**src/core_pkg.sv**
```systemverilog
package core_pkg;

    typedef logic [31:0]  instr_t;
    typedef logic [31:0]  data_t;
    typedef logic [3:0]   reg_idx_t;
    typedef logic [127:0] line_t;
    typedef logic [15:0]  imm_t;
    typedef logic [4:0]   count_t; // holds 0 to 16 entries.

    typedef enum logic [3:0] {
        op_nop  = 4'd0,
        op_add  = 4'd1,
        op_sub  = 4'd2,
        op_and  = 4'd3,
        op_or   = 4'd4,
        op_xor  = 4'd5,
        op_addi = 4'd6,
        op_lui  = 4'd7
    } opcode_e;

    localparam int default_depth = 16;

    function automatic opcode_e instr_op(instr_t instr);
        return instr[31] ? op_nop : opcode_e'(instr[31:28]); // codes 8 to 15 are undefined.
    endfunction

    function automatic reg_idx_t instr_rd(instr_t instr);
        return instr[27:24];
    endfunction

    function automatic reg_idx_t instr_rs1(instr_t instr);
        return instr[23:20];
    endfunction

    function automatic reg_idx_t instr_rs2(instr_t instr);
        return instr[19:16];
    endfunction

    function automatic imm_t instr_imm(instr_t instr);
        return instr[15:0];
    endfunction

endpackage

```
**src/issue_decode.sv**
```systemverilog
`timescale 1ns/100ps

module issue_decode (
    input  core_pkg::instr_t   head0,
    input  core_pkg::instr_t   head1,
    input  logic               head0_valid,
    input  logic               head1_valid,
    input  logic               hold,
    input  core_pkg::data_t    rdata_1a,
    input  core_pkg::data_t    rdata_2a,
    input  core_pkg::data_t    rdata_1b,
    input  core_pkg::data_t    rdata_2b,
    output logic [1:0]         issue_count,
    output core_pkg::reg_idx_t rs1_a,
    output core_pkg::reg_idx_t rs2_a,
    output core_pkg::reg_idx_t rs1_b,
    output core_pkg::reg_idx_t rs2_b,
    output logic               valid_a,
    output logic               valid_b,
    output core_pkg::opcode_e  op_a,
    output core_pkg::opcode_e  op_b,
    output core_pkg::reg_idx_t rd_a,
    output core_pkg::reg_idx_t rd_b,
    output core_pkg::data_t    x_a,
    output core_pkg::data_t    y_a,
    output core_pkg::data_t    x_b,
    output core_pkg::data_t    y_b
);
    import core_pkg::*;

    logic writes_a;
    logic dep_b;

    function automatic logic is_reg_reg(opcode_e op);
        return op inside {op_add, op_sub, op_and, op_or, op_xor};
    endfunction

    function automatic data_t second_operand(opcode_e op, data_t rdata, imm_t imm);
        case (op)
            op_addi: return {{16{imm[15]}}, imm};
            op_lui:  return {imm, 16'h0000};
            default: return rdata;
        endcase
    endfunction

    assign op_a  = instr_op(head0);
    assign rd_a  = instr_rd(head0);
    assign rs1_a = instr_rs1(head0);
    assign rs2_a = instr_rs2(head0);
    assign op_b  = instr_op(head1);
    assign rd_b  = instr_rd(head1);
    assign rs1_b = instr_rs1(head1);
    assign rs2_b = instr_rs2(head1);

    assign x_a = rdata_1a;
    assign y_a = second_operand(op_a, rdata_2a, instr_imm(head0));
    assign x_b = rdata_1b;
    assign y_b = second_operand(op_b, rdata_2b, instr_imm(head1));

    assign writes_a = (op_a != op_nop) && (rd_a != '0);
    assign dep_b    = writes_a && ((rs1_b == rd_a) || (is_reg_reg(op_b) && (rs2_b == rd_a)));

    always_comb begin
        if (hold || !head0_valid) begin
            issue_count = 2'd0;
        end else if (head1_valid && !dep_b) begin
            issue_count = 2'd2;
        end else begin
            issue_count = 2'd1; // the younger one waits for a forward next cycle.
        end
    end

    assign valid_a = issue_count != 2'd0;
    assign valid_b = issue_count == 2'd2;

endmodule

```
**config.mk**
```make
export PLATFORM = sky130hd
export DESIGN_NAME = issue_decode
export DESIGN_NICKNAME = d
export VERILOG_FILES = /design/src/core_pkg.sv /design/src/issue_decode.sv
export SDC_FILE = /design/constraint.sdc
export NUM_CORES = 1
export LEC_CHECK = 0
export ABC_AREA = 1
export ABC_CLOCK_PERIOD_IN_PS = 3000
export BUFFER_PORTS_ARGS = -buffer_cell sky130_fd_sc_hd__buf_2
export CAP_MARGIN = 15
export CORE_AREA = 2 2 140 142
export DETAILED_ROUTE_END_ITERATION = 7
export DIE_AREA = 0 0 142 144
export PLACE_DENSITY_LB_ADDON = 0.12
export SETUP_SLACK_MARGIN = 0.5
export SLEW_MARGIN = 5
export SYNTH_ARGS = -nofsm -noshare
export SYNTH_HDL_FRONTEND = slang
export SYNTH_SLANG_ARGS = --single-unit
```
**constraint.sdc**
```tcl
create_clock -name vclk -period 3
set_clock_uncertainty 0.1 [all_clocks]
set_input_delay 0.9 -clock vclk [all_inputs]
set_output_delay 0.9 -clock vclk [all_outputs]
set_load 0.02 [all_outputs]
```
-- After elaboration in Yosys (flattened, before gate mapping)
Cells that the tools add are included.
- equality and inequality tests: 12
- muxes and demuxes: 6
- reduce and logical (&&, ||, !) cells: 12
- operator list (operator ; number):
    32-bit one-hot mux with 2 select lines ; 2
    3-bit equality test, second input constant ; 6
    4-bit equality test ; 2
    4-bit nonzero test ; 2
    3-bit by 2-bit equality test with 1-bit output, second input constant ; 2
    3-bit 2-to-1 mux ; 2
    5-bit nonzero test ; 1
    1-bit logical AND ; 4
    2-bit 2-to-1 mux ; 2
    3-bit by 1-bit equality test with 1-bit output, second input constant ; 1
    2-bit equality test, second input constant ; 1
    1-bit logical NOT ; 2
    1-bit logical OR ; 2
    2-bit nonzero test ; 1
- register bits: 0
- bits of input ports: 195
- word-level logic and storage cells: 30
- output and inout port bits: 164

-- Depth between registers and ports, before layout
- depth after elaboration: 11
- gate-level depth with buffers: 11
- mapped depth without buffers: 10

-- Worst setup path before layout
Ideal clock, no wire load.
- kind: input -> output
- from: in head1[31]
- to: out y_b[0]
- arrival time: 2.057 ns
- stages on the path: 8
- data required time: 2.000 ns
- buffers on the path: 1
- slack: -0.057 ns
- cell sequence: inv_1 > nand2_1 > nor2_2 > inv_2 > nor2_1 > inv_1 > buf_2 > o21ai_0
- word-level cells in the longest chain between the ends: 3
- elaborated cells between the ends (all ways): 4
- those cells by class: eq/ne (2); mux (2)
- ends and longest elaborated chain (element ; line ; source):
    from (decl) ; issue_decode.sv:5 ; input core_pkg::instr_t head1,
    3-bit 2-to-1 mux * ; core_pkg.sv:24 ; return instr[31] ? op_nop : opcode_e'(instr[31:28]);
    3-bit equality test ; issue_decode.sv:39 ; case (op)
    32-bit one-hot mux with 2 select lines * ; issue_decode.sv:39 ;
    to (decl) ; issue_decode.sv:27 ; output core_pkg::data_t y_b
Mark *: on every way between the ends. The rest lies on a longest branch, timed or not.

-- Worst setup path after layout
- from: in head0[29]
- to: out y_a[31]
- word-level cells in the longest chain between the ends: 3
- elaborated cells between the ends (all ways): 4
- those cells by class: eq/ne (2); mux (2)
- ends and longest elaborated chain (element ; line ; source):
    from (decl) ; issue_decode.sv:4 ; input core_pkg::instr_t head0,
    3-bit 2-to-1 mux * ; core_pkg.sv:24 ;
    3-bit equality test ; issue_decode.sv:39 ;
    32-bit one-hot mux with 2 select lines * ; issue_decode.sv:39 ;
    to (decl) ; issue_decode.sv:25 ; output core_pkg::data_t y_a,
Marked as above.

==> metrics.txt <==
Worst Setup SP head0[29]; gr ovfl total 0; Setup violations, final 0; Routed WL 9.67 mm; share of post-route cells with drive strength above 1 0.680; I/O Pins 359; cell area after layout 0.00418 mm^2; Min-Delay Path Class primary input to output port; Critical Path Max Stage Delay 0.31 ns; Power Density 163 mW/mm^2; share of the synthesized area in the top cell type 0.371; via count 2,551; area of the core 0.0191 mm^2; sequential fraction of the synthesis area 0; first-pass GRT wire length 14.1 mm; vias per inst 3.59; syn avg cell area 5.55 um^2; vias in the first global route 2,600; routed len/inst 13.6 um; fin crit share 0.991; VDD IR max 0.0687 mV; RSZ-0062 raised after global routing true; Port Buf Inserts 205; post-DP HPWL 7.87 mm; overall die width 142 um; Leak 0.00217 uW; number of max-cap violations 0; GR Util met2 0.154; Initial Util 0.0965; number of synthesis warnings 0; GR Util All Layers 0.0852; post-route ant nets 0; worst path required time 2.00 ns; top cells by area, synth buf_4, inv_1, nand2_1; placed instance area 0.00329 mm^2; final hold vios 0; initial antenna violation count 0; Final min period 2.97 ns; number of sequential cells 0; Register Area 0 um^2; pins over their slew limit 0; met3 Track Usage GR 0.0255; Crit. End Element output port; starting DRC count in detailed routing 54; Remaining DRCs 0; crit start category primary input; CP cell instances buf_8 > inv_12 > nor3_4 > buf_6 > buf_8 > mux2_4 > buf_6; Crit path max-delay family buffers and inverters; Die Height 144 um; crit path capture y_a[31]; CP max stage cell mux2_4; outcome finished, final reports clean; CLK BUF 0; synthesized area 0.00184 mm^2; full die area 0.0204 mm^2; Post-Place Worst Slack -0.0731 ns; Layout area overhead 127%; Crit Path Max Fanout 5; Final WS setup 0.0282 ns; WHS 1.70 ns; Cell variety after synth 22; drt pass-1 iters 4; quantity of hold-fixing buffers added after cts 0; list of most frequent post-synthesis cells buf_4, inv_1, nand2_1; gr busiest metal met2; Levels on crit path 7; GR Layer Usage met1 0.104; Syn Inst Count 332; largest net degree at the start of global routing 33; critical path type primary input to output port; most common cell in the netlist buf_4; area leader, netlist buf_4; GPL Wtd Cong 0.725; Row Count 51; worst path bufs/invs 5; Max Freq 336 MHz; CP arrival 1.97 ns; nets@finish 669
power by group:
group	switching [uW]	internal, uW
sequential	0	0
combinational	348	332
clock	0	0.0000447
total	348	332
stage by stage:
stage | power, uW | setup TNS, ns | cells | util
floorplan | 491 | 0 | 333 | -
global placement | 546 | -3.10 | 697 | 0.173
detailed placement | 541 | -2.96 | 697 | 0.173
CTS | 665 | 0 | 705 | 0.209
global route | 730 | -0.00404 | 710 | 0.219
finish | 680 | 0 | 711 | 0.219
layout by cell type (no fill, tap or decap):
cell type / n
buf_2: 130
inv_1: 76
buf_6: 63
nand2_1: 48
buf_4: 29
o22ai_4: 15
o211ai_1: 15
o21ai_4: 15
o221ai_4: 12
nand2_4: 8
buf_12: 8
nor2_4: 5
buf_8: 5
nor2_1: 4
nand2_2: 4
inv_12: 3
nor2_2: 3
xor2_1: 3
o221ai_2: 3
buf_16: 3
inv_2: 2
nand2_8: 2
nand3_2: 2
conb_1: 2
diode_2: 1
nor3_4: 1
clkinvlp_4: 1
inv_16: 1
xor2_2: 1
a21oi_1: 1
nand4_1: 1
o21ai_1: 1
a21oi_4: 1
mux2_4: 1
o21ai_2: 1
clkbuf_16: 1
clkbuf_4: 1
repair_timing:
action                                  in CTS  in global routing
cloned                                       4                  2
buffers inserted                             4                  3
endpoints found under the setup margin      70                 69
gates resized for setup                    168                 26
pin swaps                                   17                 11
worst min path at each step:
| stage | from | to | slack, ns | cells after the start |
|---|---|---|---|---|
| 6_report | rdata_1a[11] | x_a[11] | 1.70 | 0 |
| 5_1_grt | rdata_1a[6] | x_a[6] | 1.70 | 0 |
| 4_1_cts | head1[26] | rd_b[2] | 1.70 | 0 |
| 3_5_place_dp | head1[26] | rd_b[2] | 1.70 | 0 |
| 3_3_place_gp | head1[26] | rd_b[2] | 1.70 | 0 |
| 2_1_floorplan | head1[31] | op_b[2] | 1.73 | 1 |
cell families (layout without fill, tap and decap cells):
family          Yosys count  count (layout)  share of synthesized area
mux                       1               1                    0.00611
simple gates             77              78                      0.172
compound gates           64              64                      0.235
other cells               1               3                    0.00204
xor+xnor                  4               4                     0.0190
buf+inv                 185             323                      0.566
metal layers:
metal | up-vias | share of wire
met3 | 10 | 0.094
li1 | 1231 | -
met2 | 162 | 0.51
met5 | - | 0
met1 | 1148 | 0.39
met4 | 0 | 0.0053
layout make-up:
cell class,instances,area [um^2]
fill,2141,14900
timing repair buffer,240,1930
multi-input combinational,149,1590
inverter,82,353
tap,238,298
timing repair inverter,1,16.3
antenna,1,2.50
Note: power is estimated with default switching activity, not from simulation.
