$ cat config.mk
export PLATFORM = sky130hd
export DESIGN_NAME = reg_result
export DESIGN_NICKNAME = d
export VERILOG_FILES = /design/src/core_pkg.sv /design/src/reg_result.sv
export SDC_FILE = /design/constraint.sdc
export NUM_CORES = 2
export LEC_CHECK = 0
export BUFFER_PORTS_ARGS = -buffer_cell sky130_fd_sc_hd__buf_2
export CAP_MARGIN = 20
export CELL_PAD_IN_SITES_DETAIL_PLACEMENT = 1
export CELL_PAD_IN_SITES_GLOBAL_PLACEMENT = 1
export CORE_MARGIN = 2
export CORE_UTILIZATION = 54
export CTS_BUF_LIST = sky130_fd_sc_hd__clkbuf_8
export CTS_CLUSTER_SIZE = 20
export DETAILED_ROUTE_END_ITERATION = 6
export MAX_ROUTING_LAYER = met4
export PLACE_DENSITY_LB_ADDON = 0.08
export SLEW_MARGIN = 15
export SYNTH_ARGS = -nofsm -noshare
export SYNTH_HDL_FRONTEND = slang
export SYNTH_SLANG_ARGS = --single-unit
export TNS_END_PERCENT = 10
$ cat constraint.sdc
create_clock -name clk -period 4.4 [get_ports clk]
set_input_delay 0.44 -clock clk [delete_from_list [all_inputs] [get_ports clk]]
set_output_delay 0.44 -clock clk [all_outputs]
set_load 0.005 [all_outputs]
$ cat src/core_pkg.sv
package core_pkg;

    typedef logic [31:0]  instr_t;
    typedef logic [31:0]  data_t;
    typedef logic [3:0]   reg_idx_t;
    typedef logic [127:0] line_t;
    typedef logic [15:0]  imm_t;
    typedef logic [4:0]   count_t; // holds 0 to 16 entries.

    typedef enum logic [3:0] {
        op_nop  = 4'd0,
        op_add  = 4'd1,
        op_sub  = 4'd2,
        op_and  = 4'd3,
        op_or   = 4'd4,
        op_xor  = 4'd5,
        op_addi = 4'd6,
        op_lui  = 4'd7
    } opcode_e;

    localparam int default_depth = 16;

    function automatic opcode_e instr_op(instr_t instr);
        return instr[31] ? op_nop : opcode_e'(instr[31:28]); // codes 8 to 15 are undefined.
    endfunction

    function automatic reg_idx_t instr_rd(instr_t instr);
        return instr[27:24];
    endfunction

    function automatic reg_idx_t instr_rs1(instr_t instr);
        return instr[23:20];
    endfunction

    function automatic reg_idx_t instr_rs2(instr_t instr);
        return instr[19:16];
    endfunction

    function automatic imm_t instr_imm(instr_t instr);
        return instr[15:0];
    endfunction

endpackage

$ cat src/reg_result.sv
`timescale 1ns/100ps

module reg_result (
    input  logic               clk,
    input  logic               rstn,
    input  logic               ex0_valid,
    input  core_pkg::reg_idx_t ex0_rd,
    input  core_pkg::data_t    ex0_data,
    input  logic               ex1_valid,
    input  core_pkg::reg_idx_t ex1_rd,
    input  core_pkg::data_t    ex1_data,
    input  core_pkg::reg_idx_t rs1_a,
    input  core_pkg::reg_idx_t rs2_a,
    input  core_pkg::reg_idx_t rs1_b,
    input  core_pkg::reg_idx_t rs2_b,
    output core_pkg::data_t    rdata_1a,
    output core_pkg::data_t    rdata_2a,
    output core_pkg::data_t    rdata_1b,
    output core_pkg::data_t    rdata_2b,
    output logic               wb0_valid,
    output core_pkg::reg_idx_t wb0_rd,
    output core_pkg::data_t    wb0_data,
    output logic               wb1_valid,
    output core_pkg::reg_idx_t wb1_rd,
    output core_pkg::data_t    wb1_data
);
    import core_pkg::*;

    data_t regs [16];

    function automatic data_t read_port(reg_idx_t idx);
        if (idx == '0) return '0;
        if (ex1_valid && (ex1_rd == idx)) return ex1_data; // the younger result is newer.
        if (ex0_valid && (ex0_rd == idx)) return ex0_data;
        return regs[idx];
    endfunction

    always_ff @(posedge clk or negedge rstn) begin
        if (!rstn) begin
            for (int i = 0; i < 16; i++) begin
                regs[i] <= '0;
            end
        end else begin
            if (ex0_valid && (ex0_rd != '0)) begin
                regs[ex0_rd] <= ex0_data;
            end
            if (ex1_valid && (ex1_rd != '0)) begin
                regs[ex1_rd] <= ex1_data; // last write wins on a shared rd.
            end
        end
    end

    always_comb begin
        rdata_1a = read_port(rs1_a);
        rdata_2a = read_port(rs2_a);
        rdata_1b = read_port(rs1_b);
        rdata_2b = read_port(rs2_b);
    end

    assign wb0_valid = ex0_valid;
    assign wb0_rd    = ex0_rd;
    assign wb0_data  = ex0_data;
    assign wb1_valid = ex1_valid;
    assign wb1_rd    = ex1_rd;
    assign wb1_data  = ex1_data;

endmodule

Word level (Yosys, flattened, before mapping):

Cells that the tools add are included.

* magnitude comparators: 8
* equality and inequality tests: 8
* multiplexer cells: 68
* bitwise logic cells: 6
* reductions and logical operators: 18

Operators by type and width (number)
* 32-bit two-way mux: 34
* 512-bit bitwise mux: 2
* 512-bit two-way mux: 2
* 32-bit binary-select mux with 4-bit select: 4
* 32-bit demux with 4-bit select: 2
* 4-bit == test: 8
* 5-bit greater-or-equal comparator, second input constant: 6
* 4-bit inverter with 5-bit output: 6
* 1-bit two-way mux: 24
* 4-bit zero test: 4
* 1-bit logical AND: 12
* 5-bit by 1-bit less-than comparator with 1-bit output, second input constant: 2
* 4-bit nonzero test: 2

* flip-flop bits (word level): 512
* bits of input ports: 92
* output and inout port bits: 202
* logic and storage cells: 124

Depth between registers and ports, before layout:

* depth in word-level cells: 9
* gate-level depth with buffers: 9
* mapped depth without buffers: 5

Worst setup path after synthesis:

Ideal clock, no wire load.

* kind: input port to output port
* start: input rs1_b[2]
* end: output rdata_1b[10]
* data arrival time: 1.754 ns
* required time: 3.960 ns
* slack: 2.206 ns
* stages: 8
* buffers on the path: 3
* cell sequence: buf_4 -> xor2_1 -> nor3_2 -> nand3_2 -> and2_1 -> buf_6 -> buf_6 -> a221oi_2

* longest elaborated chain between the ends: 8
* elaborated cells on any way between the ends: 20
* those cells by class: eq/ne (2); mux (14); bitwise (1); reduce/logical (3)

RTL lines
* from (decl): RTL line reg_result.sv:14 `input core_pkg::reg_idx_t rs1_b,`
* branches (longest 7 deep; another with 32-bit binary-select mux with 4-bit select)
* 32-bit two-way mux (*): RTL line reg_result.sv:33 `if (ex1_valid && (ex1_rd == idx)) return ex1_data;`
* to (decl): RTL line reg_result.sv:18 `output core_pkg::data_t rdata_1b,`

Every way passes the cells marked *. The select of a mux whose other input is x is not followed.

Worst setup path in the final report:

* start: input rs2_a[1]
* end: output rdata_2a[31]

* longest elaborated chain between the ends: 8
* elaborated cells on any way between the ends: 20
* those cells by class: eq/ne (2); mux (14); bitwise (1); reduce/logical (3)

RTL lines
* from (decl): RTL line reg_result.sv:13 `input core_pkg::reg_idx_t rs2_a,`
* branches (longest 7 deep; another with 32-bit binary-select mux with 4-bit select)
* 32-bit two-way mux (*): RTL line reg_result.sv:33
* to (decl): RTL line reg_result.sv:17 `output core_pkg::data_t rdata_2a,`

Marked as above.

==> impl_metrics.yaml <==
logic_synthesis:
  synth_cells: 4697
  yosysWarnings: 0
  yosys.area.top_type: "dfrtp_1"
  synthesis.nets: 4789
  async_reset_ff_share_pct: 100
  syn_area_um2: 44600
  synthMostInstantiatedCell: "nor2_1"
  synth_area_leaders: "dfrtp_1 (29%), mux4_2 (19%), mux2i_1 (16%), a21oi_1 (7.2%), nor2_1 (6.5%)"
  avgSynthCellArea_um2: 9.50
  seq_area_frac_synth_pct: 28.7
  synth-main-ff-cell: "dfrtp_1"
  synth-edff-count: 0
  synthDominantCellAreaShare_pct: 28.7
  yosys-top-cells-count: "nor2_1 (773), mux2i_1 (704), a21oi_1 (640)"
  synth_seq_cells: 512
  synthDistinctLibCells: 38
pwr:
  irDropWorstVdd_v: 0.000293
  p_leak_nw: 19.2
  p_per_area_nw_per_um2: 419
global_route:
  antenna_found_initial: 9
  grt_max_degree: 106
  track_usage_pct: 50.5
  grt_pass1_vias: 43700
  overflow: 0
  grt_pass1_wl_um: 303000
timing:
  finalClockSkew_ps: 0
  setup-violations-final: 0
  worstMarginPinSlew_ps: 1270
  rsz0062_at_grt: "no"
  final_hold_viol_count: 0
  min_period_ps: 3750
  max_freq_mhz: 267
  final_critical_path_setup_slack_ps: 648
  slew_headroom_pct: 15.3
  tns_ps: 0
  post-route-period-util_pct: 85.3
  maxSlewViolCount: 0
floorplanning:
  die_w_um: 291
  dieHeight_um: 291
  start_util_pct: 54.4
  die-area_um2: 84900
  coreArea_um2: 82000
  fp-row-count: 105
  ios: 294
cts:
  cts_repair_resize_count: 0
  clkTransAtPathRegs_ps: 70
  cts_tree: "yes"
  worstSkewPairLatency_ps: 740
  cts_htree_levels: 3
  cts_made_buffers: 99
  clock-sinks: 512
  ctsLongestPathBuffers: 3
  clockRootBuffer: "clkbuf_8"
finish:
  area_delta_synth_final_pct: 6.51
  largestRegisters: "regs (512)"
  drive_gt1_share_pct: 24.5
  multi_input_area_um2: 28300
  final-seq-area_um2: 12800
  largest_register_ffs: 512
  largest-register: "regs"
  fin_area_um2: 47500
  nets: 4653
  nFillCells: 9204
setup_path:
  critPathCaptureType: "output port"
  worst_setup_path_start_kind: "primary input"
  setup.worst_path.end: "rdata_2a[31]"
  crit_start: "rs2_a[1]"
  rr_worst_depth: 2
  critical_path_arrival_ps: 3310
  cp_max_fo: 36
  crit_required_ps: 3960
  rrSetupSlack_ps: 3430
  timing.rr.end: "regs[170]$_DFF_PN0_"
  crit_type: "primary input to output port"
  reg2reg_from: "regs[170]$_DFF_PN0_"
route:
  antenna_left: 0
  first_pass_iters: 6
  wire_per_inst_um: 36.8
  drc: 0
  drt_iter0_drc: 6618
  route.vias.total: 43300
  wl_um: 210000
  avgViaCountPerCell: 7.57
placement:
  place_worst_setup_slack_ps: 861
  numPortBuffers: 293
  gp_congestion: 0.924
  hpwl_um: 122000
  place_area_um2: 45300
worst_hold_path:
  min_path_cells: 3
  hold_path_class: "primary input to register"
run_status:
  outcome: "complete, no violations"
run:
  drv_cap: 0
layer usage:
metal  up-vias  track usage [%]  share of wire, %
li1      16800                -                 -
met2      3709             70.6                42
met4         0             33.5               7.8
met3      1064             14.7                14
met5         -                -                 0
met1     21700             63.6                36
area by class of cell:
type | instances | area share, %
clock buffers | 133 | 3.85
well taps | 1070 | 2.82
multi-input cells | 3505 | 59.6
flip-flops and latches | 512 | 27.0
inverters | 32 | 0.253
repair buffers | 411 | 5.65
clock inverters | 51 | 0.777
diodes | 10 | 0.0527
where the power goes:
group / total, W / internal [W] / switching (W)
clock network: 0.00548 / 0.00299 / 0.00249
logic: 0.00700 / 0.00343 / 0.00358
registers: 0.00742 / 0.00583 / 0.00159
how the worst min path moves through the flow:
stage | from | to | slack, ps
floorplan | rstn | regs[0]$_DFF_PN0_ | 140
global placement | regs[507]$_DFF_PN0_ | regs[507]$_DFF_PN0_ | 420
detailed placement | regs[491]$_DFF_PN0_ | regs[491]$_DFF_PN0_ | 420
CTS | ex0_data[22] | regs[150]$_DFF_PN0_ | 70
global route | ex1_data[4] | regs[356]$_DFF_PN0_ | 140
finish | ex0_data[22] | regs[150]$_DFF_PN0_ | 120
repair_timing:
item	in CTS	in global routing
buffers inserted	0	0
hold endpoints to repair	77	0
hold buffers	1	0
worst max-delay path: stages:
cell and delay [ps]:
clkbuf_8 460, xor2_1 180, nor3_2 220, and3_2 590
buf_4 380, nor3_1 110, a221oi_1 620, buf_2 230
layout by cell type, fill, tap and decap left out, types with 4 or more instances in the layout:
master,instances
a21oi_1,640
a221oi_1,8
a221oi_2,120
and2_2,4
and2_4,4
and3_2,4
buf_12,18
buf_2,276
buf_4,107
buf_8,5
bufinv_16,5
clkbuf_8,137
clkinv_1,32
clkinv_2,20
dfrtp_1,512
diode_2,10
inv_1,21
mux2i_1,704
mux4_2,381
nand2_1,263
nand2_4,8
nand3_1,129
nand3_2,4
nor2_1,770
nor2_4,9
nor2b_4,4
nor3_1,128
nor3_2,4
nor4_4,6
o21ai_0,203
o21ai_1,53
or4_2,4
xnor2_1,8
xor2_1,24
cells by family (layout without fill, tap and decap cells):
kind of cell | count (synthesis) | after routing | share of synthesized area, %
mux | 1088 | 1088 | 35.2
simple gates | 1361 | 1361 | 12.7
other cells | 0 | 10 | 0
flops | 512 | 512 | 28.7
xor+xnor | 32 | 32 | 0.628
compound gates | 1024 | 1024 | 14.3
buf+inv | 680 | 627 | 8.44
per-stage QoR:
stage / cells / total power [W] / hold WS, ps / utilization (%)
CTS: 5713 / 0.0196 / 71.2 / 57.9
global route: 5723 / 0.0206 / 142 / 57.9
finish: 5724 / 0.0199 / 123 / 58.0
global placement: 5528 / 0.0138 / 418 / 55.2
detailed placement: 5528 / 0.0142 / 422 / 55.2
floorplan: 4697 / 0.0118 / 144 / -
No activity file was read; power rests on OpenSTA's default activity.
