===== src/core_pkg.sv =====
package core_pkg;

    typedef logic [31:0]  instr_t;
    typedef logic [31:0]  data_t;
    typedef logic [3:0]   reg_idx_t;
    typedef logic [127:0] line_t;
    typedef logic [15:0]  imm_t;
    typedef logic [4:0]   count_t; // holds 0 to 16 entries.

    typedef enum logic [3:0] {
        op_nop  = 4'd0,
        op_add  = 4'd1,
        op_sub  = 4'd2,
        op_and  = 4'd3,
        op_or   = 4'd4,
        op_xor  = 4'd5,
        op_addi = 4'd6,
        op_lui  = 4'd7
    } opcode_e;

    localparam int default_depth = 16;

    function automatic opcode_e instr_op(instr_t instr);
        return instr[31] ? op_nop : opcode_e'(instr[31:28]); // codes 8 to 15 are undefined.
    endfunction

    function automatic reg_idx_t instr_rd(instr_t instr);
        return instr[27:24];
    endfunction

    function automatic reg_idx_t instr_rs1(instr_t instr);
        return instr[23:20];
    endfunction

    function automatic reg_idx_t instr_rs2(instr_t instr);
        return instr[19:16];
    endfunction

    function automatic imm_t instr_imm(instr_t instr);
        return instr[15:0];
    endfunction

endpackage


===== src/alu_execute.sv =====
`timescale 1ns/100ps

module alu_execute (
    input  logic               clk,
    input  logic               rstn,
    input  logic               valid_a,
    input  logic               valid_b,
    input  core_pkg::opcode_e  op_a,
    input  core_pkg::opcode_e  op_b,
    input  core_pkg::reg_idx_t rd_a,
    input  core_pkg::reg_idx_t rd_b,
    input  core_pkg::data_t    x_a,
    input  core_pkg::data_t    y_a,
    input  core_pkg::data_t    x_b,
    input  core_pkg::data_t    y_b,
    output logic               ex0_valid,
    output core_pkg::reg_idx_t ex0_rd,
    output core_pkg::data_t    ex0_data,
    output logic               ex1_valid,
    output core_pkg::reg_idx_t ex1_rd,
    output core_pkg::data_t    ex1_data
);
    import core_pkg::*;

    data_t res_a;
    data_t res_b;
    logic  wr_a;
    logic  wr_b;

    function automatic data_t alu(opcode_e op, data_t x, data_t y);
        case (op)
            op_add, op_addi: return x + y;
            op_sub:          return x - y;
            op_and:          return x & y;
            op_or:           return x | y;
            op_xor:          return x ^ y;
            op_lui:          return y;
            default:         return '0;
        endcase
    endfunction

    assign res_a = alu(op_a, x_a, y_a);
    assign res_b = alu(op_b, x_b, y_b);
    assign wr_a  = valid_a && (op_a != op_nop) && (rd_a != '0);
    assign wr_b  = valid_b && (op_b != op_nop) && (rd_b != '0);

    always_ff @(posedge clk or negedge rstn) begin
        if (!rstn) begin
            ex0_valid <= 1'b0;
            ex1_valid <= 1'b0;
        end else begin
            ex0_valid <= wr_a || wr_b;
            ex1_valid <= wr_a && wr_b;
        end
    end

    // a lone younger writer moves down into slot 0.
    always_ff @(posedge clk) begin
        if (wr_a) begin
            ex0_rd   <= rd_a;
            ex0_data <= res_a;
        end else begin
            ex0_rd   <= rd_b;
            ex0_data <= res_b;
        end
        ex1_rd   <= rd_b;
        ex1_data <= res_b;
    end

    a_slot1_needs_slot0 : assert property (
        @(posedge clk) disable iff (!rstn) valid_b |-> valid_a
    ) else $error("slot 1 issued without slot 0");

endmodule


===== config.mk =====
export PLATFORM = sky130hd
export DESIGN_NAME = alu_execute
export DESIGN_NICKNAME = d
export VERILOG_FILES = /design/src/core_pkg.sv /design/src/alu_execute.sv
export SDC_FILE = /design/constraint.sdc
export NUM_CORES = 1
export LEC_CHECK = 0
export ABC_CLOCK_PERIOD_IN_PS = 800
export BUFFER_PORTS_ARGS = -buffer_cell sky130_fd_sc_hd__buf_2
export CAP_MARGIN = 20
export CORE_ASPECT_RATIO = 1.2
export CORE_MARGIN = 4
export CORE_UTILIZATION = 47
export CTS_CLUSTER_SIZE = 14
export DETAILED_ROUTE_END_ITERATION = 8
export GPL_TIMING_DRIVEN = 0
export PLACE_DENSITY = 0.7
export SLEW_MARGIN = 20
export SYNTH_ARGS = -nofsm -noshare
export SYNTH_HDL_FRONTEND = slang
export SYNTH_SLANG_ARGS = --single-unit

===== constraint.sdc =====
create_clock -name clk -period 0.8 [get_ports clk]
set_input_delay 0.12 -clock clk [delete_from_list [all_inputs] [get_ports clk]]
set_output_delay 0.12 -clock clk [all_outputs]
set_load 0.01 [all_outputs]

After elaboration in Yosys (flattened, before gate mapping):

Index checks and enable logic that the tools add are counted.

* flip-flop bits (word level): 74
* word-level logic and storage cells: 46

* add/sub/neg operators: 4
* equality and inequality tests: 14
* multiplexer cells: 4
* bitwise operators: 6
* reduce and logical (&&, ||, !) cells: 12

Operators with widths (count)
* $pmux 32 s6: 2
* $add 32x32->32: 2
* $and 32x32->32: 2
* $or 32x32->32: 2
* $sub 32x32->32: 2
* $xor 32x32->32: 2
* $eq 4x3->1 const B: 8
* $mux 32: 1
* $eq 4x2->1 const B: 4
* $reduce_bool 4->1: 4
* $eq 4x1->1 const B: 2
* $logic_and 1x1->1: 5
* $mux 4: 1
* $reduce_or 2->1: 2
* $logic_or 1x1->1: 1

Longest topological paths before layout:

* depth in word-level cells: 4
* gate-level depth with buffers: 20

Worst setup path after synthesis:

No wires, ideal clock.

* kind: input -> register
* from: in y_b[10]
* to: reg ex0_data[31]
* arrival: 3.447 ns
* required time: 0.680 ns
* slack: -2.766 ns
* stages on the path: 17
* buffers on the path: 1
* path through: nor4_1 > nand3_1 > or3_1 > nor2_1 > a41oi_1 > xnor2_1 > ha_1 > buf_2 > nand2_1 > o21ai_0 > a31oi_1 > or3_1 > o311a_1 > o21ai_1 > mux2i_1 > o21a_1 > a211o_1

* longest elaborated chain between the ends: 3
* elaborated cells on any way between the ends: 4

Ends and longest elaborated chain
* start, declared: line alu_execute.sv:15 `input core_pkg::data_t y_b,`
* $sub 32x32->32 or $add 32x32->32 (tied branches): line alu_execute.sv:33, alu_execute.sv:32
* $pmux 32 s6 (*): line alu_execute.sv:31 `case (op)`
* $mux 32 (*): line alu_execute.sv:59 `if (wr_a) begin`
* end signal, assigned: line alu_execute.sv:61 `ex0_data <= res_a;`
* end signal, assigned: line alu_execute.sv:64 `ex0_data <= res_b;`
* end, declared: line alu_execute.sv:18 `output core_pkg::data_t ex0_data,`

Mark *: on every way between the ends. The rest lies on a longest branch, timed or not.

Final worst setup path:

* from: in y_b[10]
* to: reg ex0_data[26]

* longest elaborated chain between the ends: 3
* elaborated cells on any way between the ends: 4

Ends and longest elaborated chain
* $sub 32x32->32 or $add 32x32->32 (tied branches): line alu_execute.sv:33, alu_execute.sv:32
* $pmux 32 s6 (*): line alu_execute.sv:31
* net res_b[26]: line alu_execute.sv:26 `data_t res_b;`
* $mux 32 (*): line alu_execute.sv:59

Mark *: on every way through the listed nets, which the timed path passes. The rest lies on a longest branch.

==> reports/results.txt <==
Syn Inst Count: 1,347
final WL: 41,830 um
total gr overflow: 0
syn nets: 1,689
Worst Setup Start Kind: input port
Layout fillers: 1,695
synthesis-to-layout area growth: 45.02%
overall global routing resource usage: 0.3171
peak fanout along the critical path: 4
Final ANT Viol Nets: 0
routed len/inst: 21.21 um
I/O pins: 222
Root Buffer: clkbuf_16
largest area contributor in the netlist: ha_1
largest cells by area after synthesis: ha_1, dfxtp_1, xnor2_1
Worst Hold Class: input port to flip-flop
TritonCTS buffer count: 9
Yosys cell types: 81
M3 GR Usage: 0.04328
Synth Cell Area: 0.01031 sq mm
drt initial violations: 1,011
GRT Max-Usage Layer: met2
fin crit share: 4.383
gpl congestion: 0.9848
Nets: 2,033
FP Rows: 59
post-synthesis async set-or-reset flop share: 0.02703
post-DP HPWL: 31,060 um
GR Util met2: 0.5581
Worst Hold Slack: 21.51 ps
share of the synthesized area in the top cell type: 0.2329
Worst Tran Pin Value: 886.9 ps
met1 GRT Util: 0.3604
initial antenna violation count: 2
CP endpoint kind: flip-flop
max-slew violation count: 0
vias in the first global route: 11,523
Final min period: 3506 ps
crit path DAT: 3740 ps
iteration count of the initial detailed-routing pass: 5
CTS tree: built
vias: 11,908
Leakage: 7.159 nW
die area: 0.02439 sq mm
power per cell area: 1247 mW/mm^2
Initial Util: 0.4768
#FFs+latches synth: 74
most frequent cells in the layout: ha_1, buf_2, inv_1, buf_4, nand2_1
multi-input logic area: 0.009253 sq mm
worst vdd ir: 0.9480 mV
violated checks: setup timing
die width: 143.2 um
routed vias/inst: 6.039
storage element area: 0.001548 sq mm
first-pass GRT wire length: 60,460 um
Final setup viols: 144
CTS sink count: 74
final worst slack: -2706 ps
final hold vios: 0
Total Neg Setup Slack: -137,890 ps
buffer depth of the longest clock path: 2
FMAX: 285.2 MHz
Post-synth EDFFs: 0
die height: 170.3 um
CP Launch Point: y_b[10]
commonest non-fill, non-tap cell in the layout: ha_1
worst path required time: 1030 ps
post-synthesis sequential area ratio: 0.1446
fraction of layout cells with a size suffix above 1: 0.3715
Ys Warns: 0
status: finished, violations left
Max-Cap Viols: 0
largest net degree at the start of global routing: 17
Setup Crit Path Kind: input port to flip-flop
htree depth: 3
Slew Limit Headroom: 0.4087
HP Start: rd_b[2]
DRC: 0
Primary FF master, synth: dfxtp_1
Reg clk slew, reported paths: 70 ps
mean post-synth cell area: 7.657 sq um
RSZ-0062 raised after global routing: true
core area: 0.02163 sq mm
IO Port Bufs: 221
[cell usage after synthesis, types with 3 or more instances]
cell type / instances
a22oi_1: 42
nor3_1: 20
a221o_1: 16
ha_1: 192
buf_2: 4
and3_2: 3
or3_1: 13
o2111ai_1: 9
nand3_1: 13
xor2_1: 26
o211ai_1: 25
o21ai_0: 78
a21boi_0: 4
nor2_1: 77
a211oi_2: 3
o21bai_1: 7
or2_2: 4
clkbuf_1: 44
a21oi_1: 122
nand2b_1: 17
o221ai_1: 3
a31oi_1: 20
a221oi_1: 8
nand2_1: 105
o41ai_1: 4
dfxtp_1: 72
nor4_1: 12
o21ai_1: 3
a211o_1: 10
xnor2_1: 86
nand4_1: 13
a41oi_1: 7
a211oi_1: 5
inv_1: 141
nor2b_1: 6
o21a_1: 12
and3_1: 9
o31ai_1: 7
a22o_1: 8
a21o_1: 37
a21oi_2: 3
[timing repair]
| item | in CTS | in global routing |
|---|---|---|
| hold endpoints to repair | 7 | 0 |
| setup endpoints to repair | 144 | 144 |
| pin swaps | 74 | 51 |
| buffers inserted | 76 | 32 |
| gates cloned | 1 | 3 |
| hold buffers | 5 | 0 |
| resized for setup | 258 | 113 |
[path summary, 6_finish.rpt]
path,cells past startpoint,end
max,19,ex0_data[26]$_DFF_P_
min,2,ex0_rd[2]$_DFF_P_
max in group asynchronous,2,ex1_valid$_DFF_PN0_
min in group asynchronous,2,ex0_valid$_DFF_PN0_
[per-stage QoR]
step | util | setup slack (ps) | power, mW | instances | area, sq um
6_report | 0.6915 | -2706 | 18.66 | 1972 | 14960
5_1_grt | 0.6915 | -2823 | 19.55 | 1972 | 14960
4_1_cts | 0.6571 | -2615 | 17.57 | 1936 | 14210
3_5_place_dp | 0.5661 | -3317 | 12.04 | 1842 | 12250
3_3_place_gp | 0.5661 | -3303 | 11.93 | 1842 | 12250
2_1_floorplan | - | -2515 | 9.443 | 1347 | 10800
[power by group]
group / total [mW] / internal (mW) / switching (mW) / leakage [nW]
registers: 4.39 / 4.17 / 0.219 / 0.635
logic: 10.1 / 4.65 / 5.45 / 6.38
clock network: 4.16 / 2.19 / 1.97 / 0.138
[cells by family after synthesis]
| family | count (synthesis) | synth area share |
|---|---|---|
| AO/OA/AOI/OAI | 457 | 0.2994 |
| XOR/XNOR | 112 | 0.09511 |
| adder cells (fa/ha/maj) | 194 | 0.2368 |
| buffers and inverters | 196 | 0.07449 |
| flip-flops | 74 | 0.1446 |
| multiplexers | 4 | 0.004125 |
| AND/OR/NAND/NOR | 310 | 0.1455 |
[state kept, by name, summed over array words and instances, names as in the netlist]
register	cells
ex0_valid	1
ex1_data	32
ex0_data	32
ex1_rd	4
ex1_valid	1
ex0_rd	4
[area by class of cell]
class | instances | share of cell area
flip-flops and latches | 74 | 0.1035
plain buffers | 51 | 0.03288
clock inverters | 7 | 0.004434
clock buffers | 9 | 0.01506
diodes | 2 | 0.0003346
multi-input cells | 1077 | 0.6186
repair buffers | 337 | 0.1666
inverters | 141 | 0.03572
well taps | 274 | 0.02292
[worst max-delay path, stage by stage]
cell and delay [ps]:
buf_8 100, nor4_4 310, nand3_1 140, or3_4 420, nor2_4 140, buf_4 140, nand2_4 70, o21ai_2 140
xnor2_1 80, ha_2 220, a21oi_2 170, o21bai_1 110, a21o_1 190, a21o_1 170, a211o_1 270, a21oi_2 170
xnor2_1 100, a211o_1 350, a221o_1 320
[metal layers]
| layer | up-vias | routed length [um] |
|---|---|---|
| li1 | 5561 | - |
| met1 | 5572 | 15580 |
| met2 | 597 | 20380 |
| met3 | 178 | 2971 |
| met4 | 0 | 2895 |
| met5 | - | 0 |
(Power assumes the default switching activity.)
